File: config.mk
export PLATFORM = sky130hd
export DESIGN_NAME = lcd_top
export DESIGN_NICKNAME = d
export VERILOG_FILES = /design/src/common/lcd_pkg.sv /design/src/lcd_top.sv /design/src/lcd_out_stage.sv /design/src/lcd_pixel_fifo.sv /design/src/lcd_pattern_gen.sv /design/src/lcd_timing/lcd_scan_ctrl.sv /design/src/lcd_timing/lcd_panel_table.sv
export SDC_FILE = /design/constraint.sdc
export NUM_CORES = 1
export LEC_CHECK = 0
export ABC_AREA = 1
export ABC_CLOCK_PERIOD_IN_PS = 4400
export BUFFER_PORTS_ARGS = -buffer_cell sky130_fd_sc_hd__buf_2
export CORE_MARGIN = 2
export CORE_UTILIZATION = 55
export CTS_BUF_LIST = sky130_fd_sc_hd__clkbuf_2 sky130_fd_sc_hd__clkbuf_4 sky130_fd_sc_hd__clkbuf_8
export CTS_CLUSTER_DIAMETER = 30
export DETAILED_ROUTE_END_ITERATION = 6
export HOLD_SLACK_MARGIN = 0.02
export PLACE_DENSITY = 0.73
export SLEW_MARGIN = 20
export SYNTH_ARGS = -nofsm -noshare
export SYNTH_HDL_FRONTEND = slang
export SYNTH_SLANG_ARGS = --single-unit
File: constraint.sdc
create_clock -name lcd_pclk -period 4.4 [get_ports lcd_pclk]
set_clock_uncertainty 0.05 [all_clocks]
set_input_delay 0.66 -clock lcd_pclk [delete_from_list [all_inputs] [get_ports lcd_pclk]]
set_output_delay 0.66 -clock lcd_pclk [all_outputs]
set_load 0.01 [all_outputs]
File: src/common/lcd_pkg.sv
// lcd subsystem shared definitions
package lcd_pkg;

    // ----------------------------------------------------------------------
    // widths and fifo sizing
    // ----------------------------------------------------------------------
    localparam int LCD_CNT_W      = 11;                           // timing counts, positions
    localparam int LCD_RGB_W      = 16;                           // rgb565
    localparam int LCD_FIFO_DEPTH = 4;                            // power of two, >= 2
    localparam int LCD_CREDIT_W   = $clog2(LCD_FIFO_DEPTH + 1);   // holds full depth
    localparam int LCD_PTR_W      = $clog2(LCD_FIFO_DEPTH);       // fifo pointer

    // panel id codes as read from the panel
    localparam logic [15:0] LCD_ID_4342 = 16'h4342;
    localparam logic [15:0] LCD_ID_7084 = 16'h7084;
    localparam logic [15:0] LCD_ID_7016 = 16'h7016;
    localparam logic [15:0] LCD_ID_4384 = 16'h4384;
    localparam logic [15:0] LCD_ID_1018 = 16'h1018;

    // ----------------------------------------------------------------------
    // panel timing, total = sync + back + disp + front
    // ----------------------------------------------------------------------
    // 4.3" 480x272
    localparam logic [LCD_CNT_W-1:0] H_SYNC_4342  = 11'd41;
    localparam logic [LCD_CNT_W-1:0] H_BACK_4342  = 11'd2;
    localparam logic [LCD_CNT_W-1:0] H_DISP_4342  = 11'd480;
    localparam logic [LCD_CNT_W-1:0] H_FRONT_4342 = 11'd2;
    localparam logic [LCD_CNT_W-1:0] H_TOTAL_4342 = H_SYNC_4342 + H_BACK_4342 + H_DISP_4342
                                                    + H_FRONT_4342;   // 525
    localparam logic [LCD_CNT_W-1:0] V_SYNC_4342  = 11'd10;
    localparam logic [LCD_CNT_W-1:0] V_BACK_4342  = 11'd2;
    localparam logic [LCD_CNT_W-1:0] V_DISP_4342  = 11'd272;
    localparam logic [LCD_CNT_W-1:0] V_FRONT_4342 = 11'd2;
    localparam logic [LCD_CNT_W-1:0] V_TOTAL_4342 = V_SYNC_4342 + V_BACK_4342 + V_DISP_4342
                                                    + V_FRONT_4342;   // 286
    // 7" 800x480
    localparam logic [LCD_CNT_W-1:0] H_SYNC_7084  = 11'd128;
    localparam logic [LCD_CNT_W-1:0] H_BACK_7084  = 11'd88;
    localparam logic [LCD_CNT_W-1:0] H_DISP_7084  = 11'd800;
    localparam logic [LCD_CNT_W-1:0] H_FRONT_7084 = 11'd40;
    localparam logic [LCD_CNT_W-1:0] H_TOTAL_7084 = H_SYNC_7084 + H_BACK_7084 + H_DISP_7084
                                                    + H_FRONT_7084;   // 1056
    localparam logic [LCD_CNT_W-1:0] V_SYNC_7084  = 11'd2;
    localparam logic [LCD_CNT_W-1:0] V_BACK_7084  = 11'd33;
    localparam logic [LCD_CNT_W-1:0] V_DISP_7084  = 11'd480;
    localparam logic [LCD_CNT_W-1:0] V_FRONT_7084 = 11'd10;
    localparam logic [LCD_CNT_W-1:0] V_TOTAL_7084 = V_SYNC_7084 + V_BACK_7084 + V_DISP_7084
                                                    + V_FRONT_7084;   // 525
    // 7" 1024x600
    localparam logic [LCD_CNT_W-1:0] H_SYNC_7016  = 11'd20;
    localparam logic [LCD_CNT_W-1:0] H_BACK_7016  = 11'd140;
    localparam logic [LCD_CNT_W-1:0] H_DISP_7016  = 11'd1024;
    localparam logic [LCD_CNT_W-1:0] H_FRONT_7016 = 11'd160;
    localparam logic [LCD_CNT_W-1:0] H_TOTAL_7016 = H_SYNC_7016 + H_BACK_7016 + H_DISP_7016
                                                    + H_FRONT_7016;   // 1344
    localparam logic [LCD_CNT_W-1:0] V_SYNC_7016  = 11'd3;
    localparam logic [LCD_CNT_W-1:0] V_BACK_7016  = 11'd20;
    localparam logic [LCD_CNT_W-1:0] V_DISP_7016  = 11'd600;
    localparam logic [LCD_CNT_W-1:0] V_FRONT_7016 = 11'd12;
    localparam logic [LCD_CNT_W-1:0] V_TOTAL_7016 = V_SYNC_7016 + V_BACK_7016 + V_DISP_7016
                                                    + V_FRONT_7016;   // 635
    // 4.3" 800x480, same timing as the 7" 800x480
    localparam logic [LCD_CNT_W-1:0] H_SYNC_4384  = H_SYNC_7084;
    localparam logic [LCD_CNT_W-1:0] H_BACK_4384  = H_BACK_7084;
    localparam logic [LCD_CNT_W-1:0] H_DISP_4384  = H_DISP_7084;
    localparam logic [LCD_CNT_W-1:0] H_FRONT_4384 = H_FRONT_7084;
    localparam logic [LCD_CNT_W-1:0] H_TOTAL_4384 = H_SYNC_4384 + H_BACK_4384 + H_DISP_4384
                                                    + H_FRONT_4384;
    localparam logic [LCD_CNT_W-1:0] V_SYNC_4384  = V_SYNC_7084;
    localparam logic [LCD_CNT_W-1:0] V_BACK_4384  = V_BACK_7084;
    localparam logic [LCD_CNT_W-1:0] V_DISP_4384  = V_DISP_7084;
    localparam logic [LCD_CNT_W-1:0] V_FRONT_4384 = V_FRONT_7084;
    localparam logic [LCD_CNT_W-1:0] V_TOTAL_4384 = V_SYNC_4384 + V_BACK_4384 + V_DISP_4384
                                                    + V_FRONT_4384;
    // 10.1" 1280x800
    localparam logic [LCD_CNT_W-1:0] H_SYNC_1018  = 11'd10;
    localparam logic [LCD_CNT_W-1:0] H_BACK_1018  = 11'd80;
    localparam logic [LCD_CNT_W-1:0] H_DISP_1018  = 11'd1280;
    localparam logic [LCD_CNT_W-1:0] H_FRONT_1018 = 11'd70;
    localparam logic [LCD_CNT_W-1:0] H_TOTAL_1018 = H_SYNC_1018 + H_BACK_1018 + H_DISP_1018
                                                    + H_FRONT_1018;   // 1440
    localparam logic [LCD_CNT_W-1:0] V_SYNC_1018  = 11'd3;
    localparam logic [LCD_CNT_W-1:0] V_BACK_1018  = 11'd10;
    localparam logic [LCD_CNT_W-1:0] V_DISP_1018  = 11'd800;
    localparam logic [LCD_CNT_W-1:0] V_FRONT_1018 = 11'd10;
    localparam logic [LCD_CNT_W-1:0] V_TOTAL_1018 = V_SYNC_1018 + V_BACK_1018 + V_DISP_1018
                                                    + V_FRONT_1018;   // 823

    // fallback set, also the reset value of the table
    localparam logic [8*LCD_CNT_W-1:0] LCD_SET_4342 = {H_SYNC_4342, H_BACK_4342, H_DISP_4342,
                                                       H_TOTAL_4342, V_SYNC_4342, V_BACK_4342,
                                                       V_DISP_4342, V_TOTAL_4342};

    // ----------------------------------------------------------------------
    // enums
    // ----------------------------------------------------------------------
    typedef enum logic [1:0] {
        PAT_SOLID,      // fg_color everywhere
        PAT_HGRAD,      // rgb = x
        PAT_VGRAD,      // rgb = y
        PAT_CHECKER     // 16x16 squares, fg and ~fg
    } pattern_e;

    typedef enum logic [1:0] {
        S_SYNC,
        S_BACK,
        S_ACTIVE,
        S_FRONT
    } scan_state_e;

endpackage
File: src/lcd_top.sv
// rgb lcd subsystem top
`timescale 1ns/1ps

module lcd_top (
    input  logic                          lcd_pclk,
    input  logic                          rst_n,
    input  logic [15:0]                   lcd_id,
    input  lcd_pkg::pattern_e             pattern_sel,
    input  logic [lcd_pkg::LCD_RGB_W-1:0] fg_color,
    output logic                          lcd_hs,
    output logic                          lcd_vs,
    output logic                          lcd_de,
    output logic [lcd_pkg::LCD_RGB_W-1:0] lcd_rgb,
    output logic                          frame_start,
    output logic [lcd_pkg::LCD_CNT_W-1:0] h_disp,
    output logic [lcd_pkg::LCD_CNT_W-1:0] v_disp,
    output logic                          underrun
);
    import lcd_pkg::*;

    // panel timing
    logic [LCD_CNT_W-1:0] h_sync;
    logic [LCD_CNT_W-1:0] h_back;
    logic [LCD_CNT_W-1:0] h_total;
    logic [LCD_CNT_W-1:0] v_sync;
    logic [LCD_CNT_W-1:0] v_back;
    logic [LCD_CNT_W-1:0] v_total;
    // scan to output stage
    logic                 pix_req;
    logic                 scan_hs;
    logic                 scan_vs;
    // pixel path
    logic                 push;
    logic [LCD_RGB_W-1:0] push_data;
    logic                 credit_ret;
    logic [LCD_RGB_W-1:0] pop_data;
    logic                 empty;

    lcd_panel_table i_panel_table (
        .lcd_pclk (lcd_pclk),
        .rst_n    (rst_n),
        .lcd_id   (lcd_id),
        .h_sync   (h_sync),
        .h_back   (h_back),
        .h_disp   (h_disp),
        .h_total  (h_total),
        .v_sync   (v_sync),
        .v_back   (v_back),
        .v_disp   (v_disp),
        .v_total  (v_total)
    );

    lcd_scan_ctrl i_scan_ctrl (
        .lcd_pclk    (lcd_pclk),
        .rst_n       (rst_n),
        .h_sync      (h_sync),
        .h_back      (h_back),
        .h_disp      (h_disp),
        .h_total     (h_total),
        .v_sync      (v_sync),
        .v_back      (v_back),
        .v_disp      (v_disp),
        .v_total     (v_total),
        .lcd_hs      (scan_hs),
        .lcd_vs      (scan_vs),
        .frame_start (frame_start),
        .pix_req     (pix_req)
    );

    lcd_pattern_gen i_pattern_gen (
        .lcd_pclk    (lcd_pclk),
        .rst_n       (rst_n),
        .pattern_sel (pattern_sel),
        .fg_color    (fg_color),
        .h_disp      (h_disp),
        .v_disp      (v_disp),
        .credit_ret  (credit_ret),
        .push        (push),
        .push_data   (push_data)
    );

    lcd_pixel_fifo i_pixel_fifo (
        .lcd_pclk   (lcd_pclk),
        .rst_n      (rst_n),
        .push       (push),
        .push_data  (push_data),
        .pop        (pix_req),      // each request takes one pixel
        .pop_data   (pop_data),
        .empty      (empty),
        .credit_ret (credit_ret)
    );

    lcd_out_stage i_out_stage (
        .lcd_pclk (lcd_pclk),
        .rst_n    (rst_n),
        .pix_req  (pix_req),
        .pop_data (pop_data),
        .empty    (empty),
        .hs_in    (scan_hs),
        .vs_in    (scan_vs),
        .lcd_de   (lcd_de),
        .lcd_rgb  (lcd_rgb),
        .lcd_hs   (lcd_hs),
        .lcd_vs   (lcd_vs),
        .underrun (underrun)
    );

endmodule

File: src/lcd_out_stage.sv
// lcd pin output register
`timescale 1ns/1ps

module lcd_out_stage (
    input  logic                          lcd_pclk,
    input  logic                          rst_n,
    input  logic                          pix_req,
    input  logic [lcd_pkg::LCD_RGB_W-1:0] pop_data,
    input  logic                          empty,
    input  logic                          hs_in,
    input  logic                          vs_in,
    output logic                          lcd_de,
    output logic [lcd_pkg::LCD_RGB_W-1:0] lcd_rgb,
    output logic                          lcd_hs,
    output logic                          lcd_vs,
    output logic                          underrun   // sticky until reset
);
    import lcd_pkg::*;

    // every pin one cycle behind the scan counters
    always_ff @(posedge lcd_pclk or negedge rst_n) begin
        if (!rst_n) begin
            lcd_de   <= 1'b0;
            lcd_rgb  <= '0;
            lcd_hs   <= 1'b0;
            lcd_vs   <= 1'b0;
            underrun <= 1'b0;
        end else begin
            lcd_de   <= pix_req;
            lcd_hs   <= hs_in;
            lcd_vs   <= vs_in;
            // blank outside active video and on a missing pixel
            lcd_rgb  <= (pix_req && !empty) ? pop_data : {LCD_RGB_W{1'b0}};
            underrun <= underrun || (pix_req && empty);
        end
    end

endmodule

File: src/lcd_pixel_fifo.sv
// pixel fifo with credit return
`timescale 1ns/1ps

module lcd_pixel_fifo (
    input  logic                          lcd_pclk,
    input  logic                          rst_n,
    input  logic                          push,
    input  logic [lcd_pkg::LCD_RGB_W-1:0] push_data,
    input  logic                          pop,
    output logic [lcd_pkg::LCD_RGB_W-1:0] pop_data,   // head word, valid when !empty
    output logic                          empty,
    output logic                          credit_ret
);
    import lcd_pkg::*;

    logic [LCD_RGB_W-1:0]    mem [LCD_FIFO_DEPTH];
    logic [LCD_PTR_W-1:0]    wr_ptr;
    logic [LCD_PTR_W-1:0]    rd_ptr;
    logic [LCD_CREDIT_W-1:0] count;   // occupancy, 0..depth
    logic                    pop_ok;

    assign empty      = (count == '0);
    assign pop_ok     = pop && !empty;   // empty pop is dropped
    assign pop_data   = mem[rd_ptr];
    assign credit_ret = pop_ok;          // same cycle as the pop

    // storage, no room check since the sender holds credits
    always_ff @(posedge lcd_pclk) begin
        if (push) begin
            mem[wr_ptr] <= push_data;
        end
    end

    always_ff @(posedge lcd_pclk or negedge rst_n) begin
        if (!rst_n) begin
            wr_ptr <= '0;
            rd_ptr <= '0;
            count  <= '0;
        end else begin
            if (push) begin
                wr_ptr <= wr_ptr + 1'b1;   // power of two depth wraps
            end
            if (pop_ok) begin
                rd_ptr <= rd_ptr + 1'b1;
            end
            count <= count + LCD_CREDIT_W'(push) - LCD_CREDIT_W'(pop_ok);
        end
    end

endmodule

File: src/lcd_pattern_gen.sv
// raster test pattern source
`timescale 1ns/1ps

module lcd_pattern_gen (
    input  logic                          lcd_pclk,
    input  logic                          rst_n,
    input  lcd_pkg::pattern_e             pattern_sel,
    input  logic [lcd_pkg::LCD_RGB_W-1:0] fg_color,
    input  logic [lcd_pkg::LCD_CNT_W-1:0] h_disp,
    input  logic [lcd_pkg::LCD_CNT_W-1:0] v_disp,
    input  logic                          credit_ret,   // one per fifo pop
    output logic                          push,
    output logic [lcd_pkg::LCD_RGB_W-1:0] push_data
);
    import lcd_pkg::*;

    logic [LCD_CREDIT_W-1:0] credit_cnt;   // free fifo slots as seen here
    logic                    go;           // set one cycle after reset
    logic [LCD_CNT_W-1:0]    x;
    logic [LCD_CNT_W-1:0]    y;
    logic [LCD_RGB_W-1:0]    x_ext;
    logic [LCD_RGB_W-1:0]    y_ext;

    // start once the table holds the panel sizes
    assign push  = go && (credit_cnt != '0);
    assign x_ext = {{(LCD_RGB_W-LCD_CNT_W){1'b0}}, x};
    assign y_ext = {{(LCD_RGB_W-LCD_CNT_W){1'b0}}, y};

    // pixel at the current raster position
    always_comb begin
        case (pattern_sel)
            PAT_SOLID:   push_data = fg_color;
            PAT_HGRAD:   push_data = x_ext;
            PAT_VGRAD:   push_data = y_ext;
            default:     push_data = (x[4] ^ y[4]) ? ~fg_color : fg_color;   // checker
        endcase
    end

    always_ff @(posedge lcd_pclk or negedge rst_n) begin
        if (!rst_n) begin
            go         <= 1'b0;
            credit_cnt <= LCD_CREDIT_W'(LCD_FIFO_DEPTH);   // fifo starts empty
            x          <= '0;
            y          <= '0;
        end else begin
            go         <= 1'b1;
            // push and return together cancel out
            credit_cnt <= credit_cnt - LCD_CREDIT_W'(push) + LCD_CREDIT_W'(credit_ret);
            if (push) begin
                if (x == h_disp - 1'b1) begin
                    x <= '0;
                    y <= (y == v_disp - 1'b1) ? '0 : y + 1'b1;   // frame wrap
                end else begin
                    x <= x + 1'b1;
                end
            end
        end
    end

endmodule

File: src/lcd_timing/lcd_scan_ctrl.sv
// lcd scan controller
`timescale 1ns/1ps

module lcd_scan_ctrl (
    input  logic                          lcd_pclk,
    input  logic                          rst_n,
    input  logic [lcd_pkg::LCD_CNT_W-1:0] h_sync,
    input  logic [lcd_pkg::LCD_CNT_W-1:0] h_back,
    input  logic [lcd_pkg::LCD_CNT_W-1:0] h_disp,
    input  logic [lcd_pkg::LCD_CNT_W-1:0] h_total,
    input  logic [lcd_pkg::LCD_CNT_W-1:0] v_sync,
    input  logic [lcd_pkg::LCD_CNT_W-1:0] v_back,
    input  logic [lcd_pkg::LCD_CNT_W-1:0] v_disp,
    input  logic [lcd_pkg::LCD_CNT_W-1:0] v_total,
    output logic                          lcd_hs,        // low during h sync
    output logic                          lcd_vs,        // low during v sync
    output logic                          frame_start,   // h_cnt = 0, v_cnt = 0
    output logic                          pix_req        // one pixel pop per active cycle
);
    import lcd_pkg::*;

    logic [LCD_CNT_W-1:0] h_cnt;
    logic [LCD_CNT_W-1:0] v_cnt;
    logic [LCD_CNT_W-1:0] ph_cnt;   // position inside current line phase
    logic [LCD_CNT_W-1:0] h_nxt;
    logic [LCD_CNT_W-1:0] v_nxt;
    logic [LCD_CNT_W-1:0] ph_len;   // length of current phase
    scan_state_e          h_state;
    scan_state_e          h_state_nxt;
    logic                 h_wrap;
    logic                 ph_end;
    logic                 v_act;    // v_cnt inside active lines
    logic                 v_act_nxt;

    // ----------------------------------------------------------------------
    // counter next values
    // ----------------------------------------------------------------------
    always_comb begin
        h_wrap = (h_cnt == h_total - 1'b1);
        h_nxt  = h_wrap ? '0 : h_cnt + 1'b1;
        v_nxt  = v_cnt;
        if (h_wrap) begin
            v_nxt = (v_cnt == v_total - 1'b1) ? '0 : v_cnt + 1'b1;
        end
    end

    // vertical window only looked at on the line wrap
    always_comb begin
        v_act_nxt = v_act;
        if (h_wrap) begin
            v_act_nxt = (v_nxt >= v_sync + v_back) && (v_nxt < v_sync + v_back + v_disp);
        end
    end

    // ----------------------------------------------------------------------
    // line state, steps on phase length instead of h_cnt sums
    // ----------------------------------------------------------------------
    always_comb begin
        case (h_state)
            S_SYNC:  ph_len = h_sync;
            S_BACK:  ph_len = h_back;
            default: ph_len = h_disp;
        endcase
        ph_end = (h_state != S_FRONT) && (ph_cnt == ph_len - 1'b1);

        h_state_nxt = h_state;
        if (h_wrap) begin
            h_state_nxt = S_SYNC;          // front porch ends on the wrap
        end else if (ph_end) begin
            case (h_state)
                S_SYNC:  h_state_nxt = S_BACK;
                S_BACK:  h_state_nxt = S_ACTIVE;
                default: h_state_nxt = S_FRONT;
            endcase
        end
    end

    always_ff @(posedge lcd_pclk or negedge rst_n) begin
        if (!rst_n) begin
            h_cnt       <= '0;
            v_cnt       <= '0;
            ph_cnt      <= '0;
            h_state     <= S_SYNC;
            v_act       <= 1'b0;
            lcd_hs      <= 1'b0;   // counters start inside sync
            lcd_vs      <= 1'b0;
            frame_start <= 1'b0;
        end else begin
            h_cnt       <= h_nxt;
            v_cnt       <= v_nxt;
            ph_cnt      <= (h_wrap || ph_end) ? '0 : ph_cnt + 1'b1;
            h_state     <= h_state_nxt;
            v_act       <= v_act_nxt;
            // registered from next values, so in step with the counters
            lcd_hs      <= (h_state_nxt != S_SYNC);
            lcd_vs      <= (v_nxt >= v_sync);
            frame_start <= (h_nxt == '0) && (v_nxt == '0);
        end
    end

    assign pix_req = (h_state == S_ACTIVE) && v_act;

endmodule

File: src/lcd_timing/lcd_panel_table.sv
// panel timing lookup
`timescale 1ns/1ps

module lcd_panel_table (
    input  logic                          lcd_pclk,
    input  logic                          rst_n,
    input  logic [15:0]                   lcd_id,
    output logic [lcd_pkg::LCD_CNT_W-1:0] h_sync,
    output logic [lcd_pkg::LCD_CNT_W-1:0] h_back,
    output logic [lcd_pkg::LCD_CNT_W-1:0] h_disp,
    output logic [lcd_pkg::LCD_CNT_W-1:0] h_total,
    output logic [lcd_pkg::LCD_CNT_W-1:0] v_sync,
    output logic [lcd_pkg::LCD_CNT_W-1:0] v_back,
    output logic [lcd_pkg::LCD_CNT_W-1:0] v_disp,
    output logic [lcd_pkg::LCD_CNT_W-1:0] v_total
);
    import lcd_pkg::*;

    logic [8*LCD_CNT_W-1:0] set_nxt;   // packed h/v sync, back, disp, total
    logic [8*LCD_CNT_W-1:0] set_q;

    // id decode
    always_comb begin
        case (lcd_id)
            LCD_ID_4342: set_nxt = LCD_SET_4342;
            LCD_ID_7084: set_nxt = {H_SYNC_7084, H_BACK_7084, H_DISP_7084, H_TOTAL_7084,
                                    V_SYNC_7084, V_BACK_7084, V_DISP_7084, V_TOTAL_7084};
            LCD_ID_7016: set_nxt = {H_SYNC_7016, H_BACK_7016, H_DISP_7016, H_TOTAL_7016,
                                    V_SYNC_7016, V_BACK_7016, V_DISP_7016, V_TOTAL_7016};
            LCD_ID_4384: set_nxt = {H_SYNC_4384, H_BACK_4384, H_DISP_4384, H_TOTAL_4384,
                                    V_SYNC_4384, V_BACK_4384, V_DISP_4384, V_TOTAL_4384};
            LCD_ID_1018: set_nxt = {H_SYNC_1018, H_BACK_1018, H_DISP_1018, H_TOTAL_1018,
                                    V_SYNC_1018, V_BACK_1018, V_DISP_1018, V_TOTAL_1018};
            default:     set_nxt = LCD_SET_4342;   // unknown panel
        endcase
    end

    // one cycle behind lcd_id, 4342 timing out of reset
    always_ff @(posedge lcd_pclk or negedge rst_n) begin
        if (!rst_n) begin
            set_q <= LCD_SET_4342;
        end else begin
            set_q <= set_nxt;
        end
    end

    assign {h_sync, h_back, h_disp, h_total, v_sync, v_back, v_disp, v_total} = set_q;

endmodule

==> impl_metrics.ini, run 1 <==
[floorplanning]
initial_core_util_pct = 55.6
dieArea_um2 = 19800
die_h_um = 141
die_w_um = 141
coreArea_um2 = 18500
ioPinCount = 79
placementRows = 50

[logic_synthesis]
synth.top_cells.by_area = dfrtp_1, edfxtp_1, nand2_1
syn_area_per_cell_um2 = 8.00
ys_types = 49
yosysTopAreaCellShare_pct = 23.8
netlist_area_um2 = 10300
yosysSeqAreaShare_pct = 44.6
synth_edf_count = 64
ys_ff_latch = 170
ys_warn_count = 0
synthFlopType = dfrtp_1
yosysTopAreaCell = dfrtp_1
async_flop_share_pct = 62.4
synth_cells = 1286

[clocking]
cts_tree = built
cts-resized-gates = 0
clkLatencyLatePin_ns = 0.47
cts.sinks = 170
clk_path_buf_depth = 2
cts-root-buf = clkbuf_8
clkSlewWorstSetupHoldPaths_ns = 0.11
htreeDepth = 4
hold_buffers = 0
post-cts-setup-buffers = 0
numCtsBuffers = 17

[route]
first_iter_violations = 571
routed_via_density = 5.38
num_vias = 8586
ant_nets = 0
drt-total-wl_um = 24300
firstDrtPassIters = 5
routedWlPerCell_um = 15.2
drcViolationCount = 0

[worst_setup_path]
rr_startpoint = i_panel_table.set_q[82]
critPathRequiredTime_ns = 4.72
end_kind = flop
critPathLaunchType = flop
rrSetupSlack_ns = 0.54
r2r_cells = 23
r2r-end = i_scan_ctrl.v_act
critical_path_class = flop to flop
worstPathMaxFanout = 14
crit_arrival_ns = 4.18

[timing]
rsz0062_at_grt = no
max_freq_ghz = 0.259
setup_viol = 0
finalWorstSetupSlack_ns = 0.538
relSlewSlack_pct = 41.7
worst_pin_slew_ns = 0.874
setup_tns_ns = 0
drv_slew = 0
fin_crit_ns = 3.86
final_hold_viol_count = 0
period_share_pct = 87.8

[finish]
antenna_cells = 0
mostFrequentLayoutCell = nand2_1
nFillCells = 1693
drive_gt1_share_pct = 12.8
finalCoreUtilization_pct = 60.4
fin_nets = 1430
instances_no_fill = 1596
area_delta_synth_final_pct = 8.77
layout_common_cells = nand2_1, nor2_1, inv_1

[grt]
overflow = 0
track_usage_pct = 25.2
antenna_found_initial = 0
grt_pass1_wl_um = 39700
grt_max_degree = 58
grt_pass1_vias = 7953

[pwr]
power.total_mw = 3.55
power_leakage_nw = 5.46
ir_drop_uv = 183
p_per_area_nw_per_um2 = 317

[worst_hold_path]
hp-class = input pin to async pin

[flow_run]
maxCapViolCount = 0

[run_status]
status = finished, final reports clean

[placement]
dp_slack_ns = 0.479
gp_congestion = 0.939
dp_hpwl_um = 18200
port-buffer-count = 69
placed_cells = 1564
## critical path: stages, from the launching register on
cell,delay [ns]
dfstp_2,0.68
inv_4,0.12
ha_1,0.32
inv_1,0.04
nand2_1,0.07
nand2_1,0.06
a21oi_1,0.13
nand3_1,0.14
nor2_4,0.22
nand2_4,0.15
inv_2,0.18
nand3_1,0.09
nand3_1,0.12
inv_1,0.08
ha_1,0.31
a21oi_1,0.11
o21ai_0,0.12
a211o_1,0.29
o211ai_1,0.15
inv_1,0.05
nand2_1,0.06
nand2_1,0.05
nor2_1,0.08
o21bai_1,0.07
## worst max-delay path by stage
stage	cells after the start	end	slack, ns	start
after detailed placement	23	i_scan_ctrl.v_act	0.48	i_panel_table.set_q[82]
final	23	i_scan_ctrl.v_act	0.54	i_panel_table.set_q[82]
after floorplan	22	i_scan_ctrl.v_act	0.98	i_panel_table.set_q[82]
after global routing	23	i_scan_ctrl.v_act	0.004	i_panel_table.set_q[82]
after CTS	23	i_scan_ctrl.v_act	0.46	i_panel_table.set_q[82]
after global placement	23	i_scan_ctrl.v_act	0.65	i_panel_table.set_q[82]
## area by class of cell
type,instances,area (µm²),share of cell area [%]
sequential,170,4580,41.0
inverter,180,678,6.06
tap,234,293,2.62
clock inverter,15,169,1.51
timing repair buffer,84,460,4.11
multi-input combinational,896,4770,42.6
clock buffer,17,234,2.09
## cell usage after synthesis (2+ instances only)
cell and instances:
mux2i_1 3, nand2_4 3, nor2_1 189, inv_1 172, clkinv_1 2, nor4_1 12, o22ai_1 8, o211ai_1 4
nor2_4 3, nand2_1 233, inv_2 5, buf_2 4, a21oi_1 40, or2_2 4, o2111ai_1 5, nor3_1 23
o21ai_1 3, fa_1 3, nand3b_1 3, buf_4 25, o21ai_0 79, xnor2_1 25, nor2_2 19, nand4_1 25
edfxtp_1 64, buf_6 2, a21o_1 2, ha_1 42, conb_1 2, dfrtp_1 98, nand2_2 10, xor2_1 32
nand3_1 101, dfstp_2 8, nor3b_1 3, clkbuf_1 17
## state kept, by name, indices dropped and copies added (netlist names), 3 cells and up
register and cells:
i_scan_ctrl.ph_cnt 11, i_scan_ctrl.h_cnt 11, i_out_stage.lcd_rgb 16, i_pattern_gen.y 11
i_pixel_fifo.count 3, i_scan_ctrl.v_cnt 11, i_pixel_fifo.mem 64, i_panel_table.set_q 14
i_pattern_gen.x 11, i_pattern_gen.credit_cnt 3
## where the power goes
part | switching (mW) | internal, mW
registers | 0.0513 | 1.70
clock network | 0.693 | 0.436
logic | 0.434 | 0.242
total | 1.18 | 2.37
## stage by stage
step           hold WS (ns)  area [µm²]
6_report              0.197       11200
5_1_grt               0.251       11200
4_1_cts               0.218       11200
3_5_place_dp          0.298       10800
3_3_place_gp          0.282       10800
2_1_floorplan         0.281       10300
## cell families after synthesis
group | Yosys count | share of synthesized area, %
and+or+nand+nor | 630 | 27.0
buffers and inverters | 228 | 9.45
DFF | 170 | 44.6
AOI/OAI and AO/OA | 151 | 8.10
xor gates and xnor gates | 57 | 4.85
adders and majority gates | 45 | 5.69
muxes | 3 | 0.292
other | 2 | 0.0730
## metal layers
| metal | up-vias | wire length, µm | global-route usage [%] |
|---|---|---|---|
| li1 | 4282 | - | - |
| met1 | 4009 | 10500 | 33.0 |
| met2 | 257 | 11900 | 43.1 |
| met3 | 38 | 1380 | 4.55 |
| met4 | 0 | 509 | 7.89 |
| met5 | - | 0 | 0 |
Power figures use the tool's default switching activity.
==> run 2, diff against run 1 <==
ABC_AREA = default   (was 1)
ABC_CLOCK_PERIOD_IN_PS = 4100   (was 4400)
clock period = 4.1 ns   (was 4.4 ns; I/O delays follow)
==> run 2 against run 1 <==
Via count shrank 18%. Die area shrank 3.6%. Critical path depth shrank 6. Clock power grew 11%. Non-clock buffer count grew 13. First-iteration DRC count shrank 9.3%. Power grew 3.3%. Largest cell class unchanged.
==> impl_metrics.ini, run 2 <==
[run_status]
status = finished, final reports clean

[grt]
grt_pass1_vias = 6877
overflow = 0
antenna_found_initial = 0
grt_pass1_wl_um = 34800
grt_max_degree = 53
track_usage_pct = 22.6

[timing]
max_freq_ghz = 0.258
final_hold_viol_count = 0
fin_crit_ns = 3.88
finalWorstSetupSlack_ns = 0.218
worst_pin_slew_ns = 1.05
relSlewSlack_pct = 29.8
period_share_pct = 94.7
setup_viol = 0
drv_slew = 0
setup_tns_ns = 0

[worst_setup_path]
critPathLaunchType = flop
r2r-end = i_scan_ctrl.v_act
end_kind = flop
cp_top_family = compound AO/OA/AOI/OAI gates
rrSetupSlack_ns = 0.22
cp_num_buf_inv = 2
critical_path_class = flop to flop
worstPathCellList = or4b_1 -> a2111oi_4 -> o21ai_1 -> nor3_2 -> buf_4 -> nand2_1 -> mux2i_2 -> inv_1 -> ha_1 -> nor2b_1 -> o21ai_0 -> nand2b_1 -> a31o_2 -> a21oi_1 -> maj3_1 -> o2111a_1 -> a21oi_1
critPathRequiredTime_ns = 4.44
worstPathMaxFanout = 8
cpMostUsedCell = a21oi_1
r2r_cells = 17
crit_arrival_ns = 4.22
cp_slowest_cell = dfstp_2
rr_startpoint = i_panel_table.set_q[82]
max_stage_delay_ns = 0.56

[logic_synthesis]
synth_common_cells = dfrtp_1, nor2_1, nand2_1
synth_cells = 936
async_flop_share_pct = 62.4
synth_most_common_cell = dfrtp_1
ys_warn_count = 0
syn_area_per_cell_um2 = 10.6
synth_edf_count = 64
synthFlopType = dfrtp_1
ys_ff_latch = 170
netlist_area_um2 = 9900
yosysSeqAreaShare_pct = 46.3
yosysTopAreaCell = dfrtp_1
synth.top_cells.by_area = dfrtp_1, edfxtp_1, mux4_2
yosysTopAreaCellShare_pct = 24.8
ys_types = 80

[clocking]
clkLatencyLatePin_ns = 0.46
cts.sinks = 170
hold_buffers = 0
numCtsBuffers = 17
cts_tree = built
clk_path_buf_depth = 2
clkSlewWorstSetupHoldPaths_ns = 0.11
cts-root-buf = clkbuf_8
htreeDepth = 4

[placement]
dpl_cell_area_um2 = 10400
dp_slack_ns = 0.0619
gp_congestion = 0.910
dp_hpwl_um = 15300
port-buffer-count = 69

[pwr]
p_per_area_nw_per_um2 = 336
pwr-share-clk_pct = 34.0
power.switching_mw = 1.13
power_leakage_nw = 4.79
seqPwrFrac_pct = 52.0
comb_power_share_pct = 14.0
cellInternalPower_mw = 2.54
switching_share_pct = 30.7
ir_drop_uv = 328

[floorplanning]
die_w_um = 138
placementRows = 49
ioPinCount = 79
die_h_um = 138
initial_core_util_pct = 55.5
coreArea_um2 = 17800
dieArea_um2 = 19100

[route]
routedWlPerCell_um = 17.1
drt-total-wl_um = 21100
ant_nets = 0
met1Wirelength_um = 9610
num_vias = 7069
routed_via_density = 5.73
maxUsedRoutingLayer = met4
firstDrtPassIters = 5
drcViolationCount = 0
wl_met3_um = 922
met2_length_um = 10200
first_iter_violations = 518

[flow_run]
maxCapViolCount = 0

[finish]
drive_gt1_share_pct = 18.5
largestRegisters = i_pixel_fifo.mem: 64 flops, i_out_stage.lcd_rgb: 16 flops, i_panel_table.set_q: 14 flops
regMostFlops = i_pixel_fifo.mem
fin_nets = 1072
antenna_cells = 0
design_area_um2 = 10900
area_delta_synth_final_pct = 10.2
layout_common_cells = dfrtp_1, nor2_1, nand2_1
largest_reg_flops = 64
mostFrequentLayoutCell = dfrtp_1

[worst_hold_path]
hp-class = input pin to async pin
## run 2: cell count changes in the layout (fill, tap and decap cells not counted), sizes merged, moves of 22 or more
| cell | previous run | this run |
|---|---|---|
| nand2 | 246 | 71 |
| inv | 187 | 56 |
| nor2 | 211 | 86 |
| nand3 | 102 | 23 |
| o21ai | 83 | 42 |
| mux4 | 0 | 25 |
| nor2b | 0 | 25 |
| xor2 | 32 | 54 |
## run 2: routing by layer
metal	vias up	track usage, %
li1	3405	-
met1	3434	31.4
met2	204	36.9
met3	26	3.57
met4	0	7.30
met5	-	0
## run 2: final cells by class
| class | count | area, µm² |
|---|---|---|
| Sequential cell | 170 | 4590 |
| Fill cell | 1421 | 6930 |
| Clock inverter | 15 | 216 |
| Tap cell | 229 | 287 |
| Multi-Input combinational cell | 654 | 4840 |
| Inverter | 51 | 191 |
| Timing Repair Buffer | 97 | 558 |
| Clock buffer | 17 | 234 |
## run 2: stage by stage
step,std cells,hold WS (ns),total power [mW],utilization (%)
2_1_floorplan,944,0.269,2.31,-
3_3_place_gp,1199,0.283,2.44,58.4
3_5_place_dp,1199,0.290,2.45,58.4
4_1_cts,1231,0.159,3.69,60.9
5_1_grt,1233,0.183,3.85,61.1
6_report,1233,0.149,3.67,61.1
## run 2: what timing repair did
| action | CTS | global route |
|---|---|---|
| gates resized for setup | 0 | 7 |
| setup buffers | 0 | 2 |
| setup endpoints to repair | 0 | 1 |
## run 2: worst max-delay path by stage
| stage | from | depth (start not counted) | endpoint | slack [ns] |
|---|---|---|---|---|
| 3_3_place_gp | i_panel_table.set_q[4] | 18 | i_scan_ctrl.v_act | 0.18 |
| 4_1_cts | i_panel_table.set_q[4] | 18 | i_scan_ctrl.v_act | 0.04 |
| 2_1_floorplan | i_panel_table.set_q[4] | 19 | i_scan_ctrl.v_act | 0.04 |
| 3_5_place_dp | i_panel_table.set_q[4] | 18 | i_scan_ctrl.v_act | 0.06 |
| 5_1_grt | i_panel_table.set_q[4] | 18 | i_scan_ctrl.v_act | -0.0009 |
| 6_report | i_panel_table.set_q[82] | 17 | i_scan_ctrl.v_act | 0.22 |
## run 2: power groups by stage
| stage | Sequential, mW | Clock [mW] | Combinational (mW) |
|---|---|---|---|
| after floorplan | 1.91 | 0 | 0.396 |
| after global placement | 1.94 | 0 | 0.499 |
| after detailed placement | 1.95 | 0 | 0.509 |
| final | 1.91 | 1.25 | 0.513 |
| after global routing | 1.92 | 1.34 | 0.581 |
| after CTS | 1.91 | 1.27 | 0.512 |
## run 2: cell families after synthesis
logic type / synth area share [%]
flops: 46.3
fa+ha+maj: 6.01
mux: 6.75
buf+inv: 5.50
compound gates: 9.31
xor+xnor: 8.91
other cells: 0.0758
simple gates: 17.1
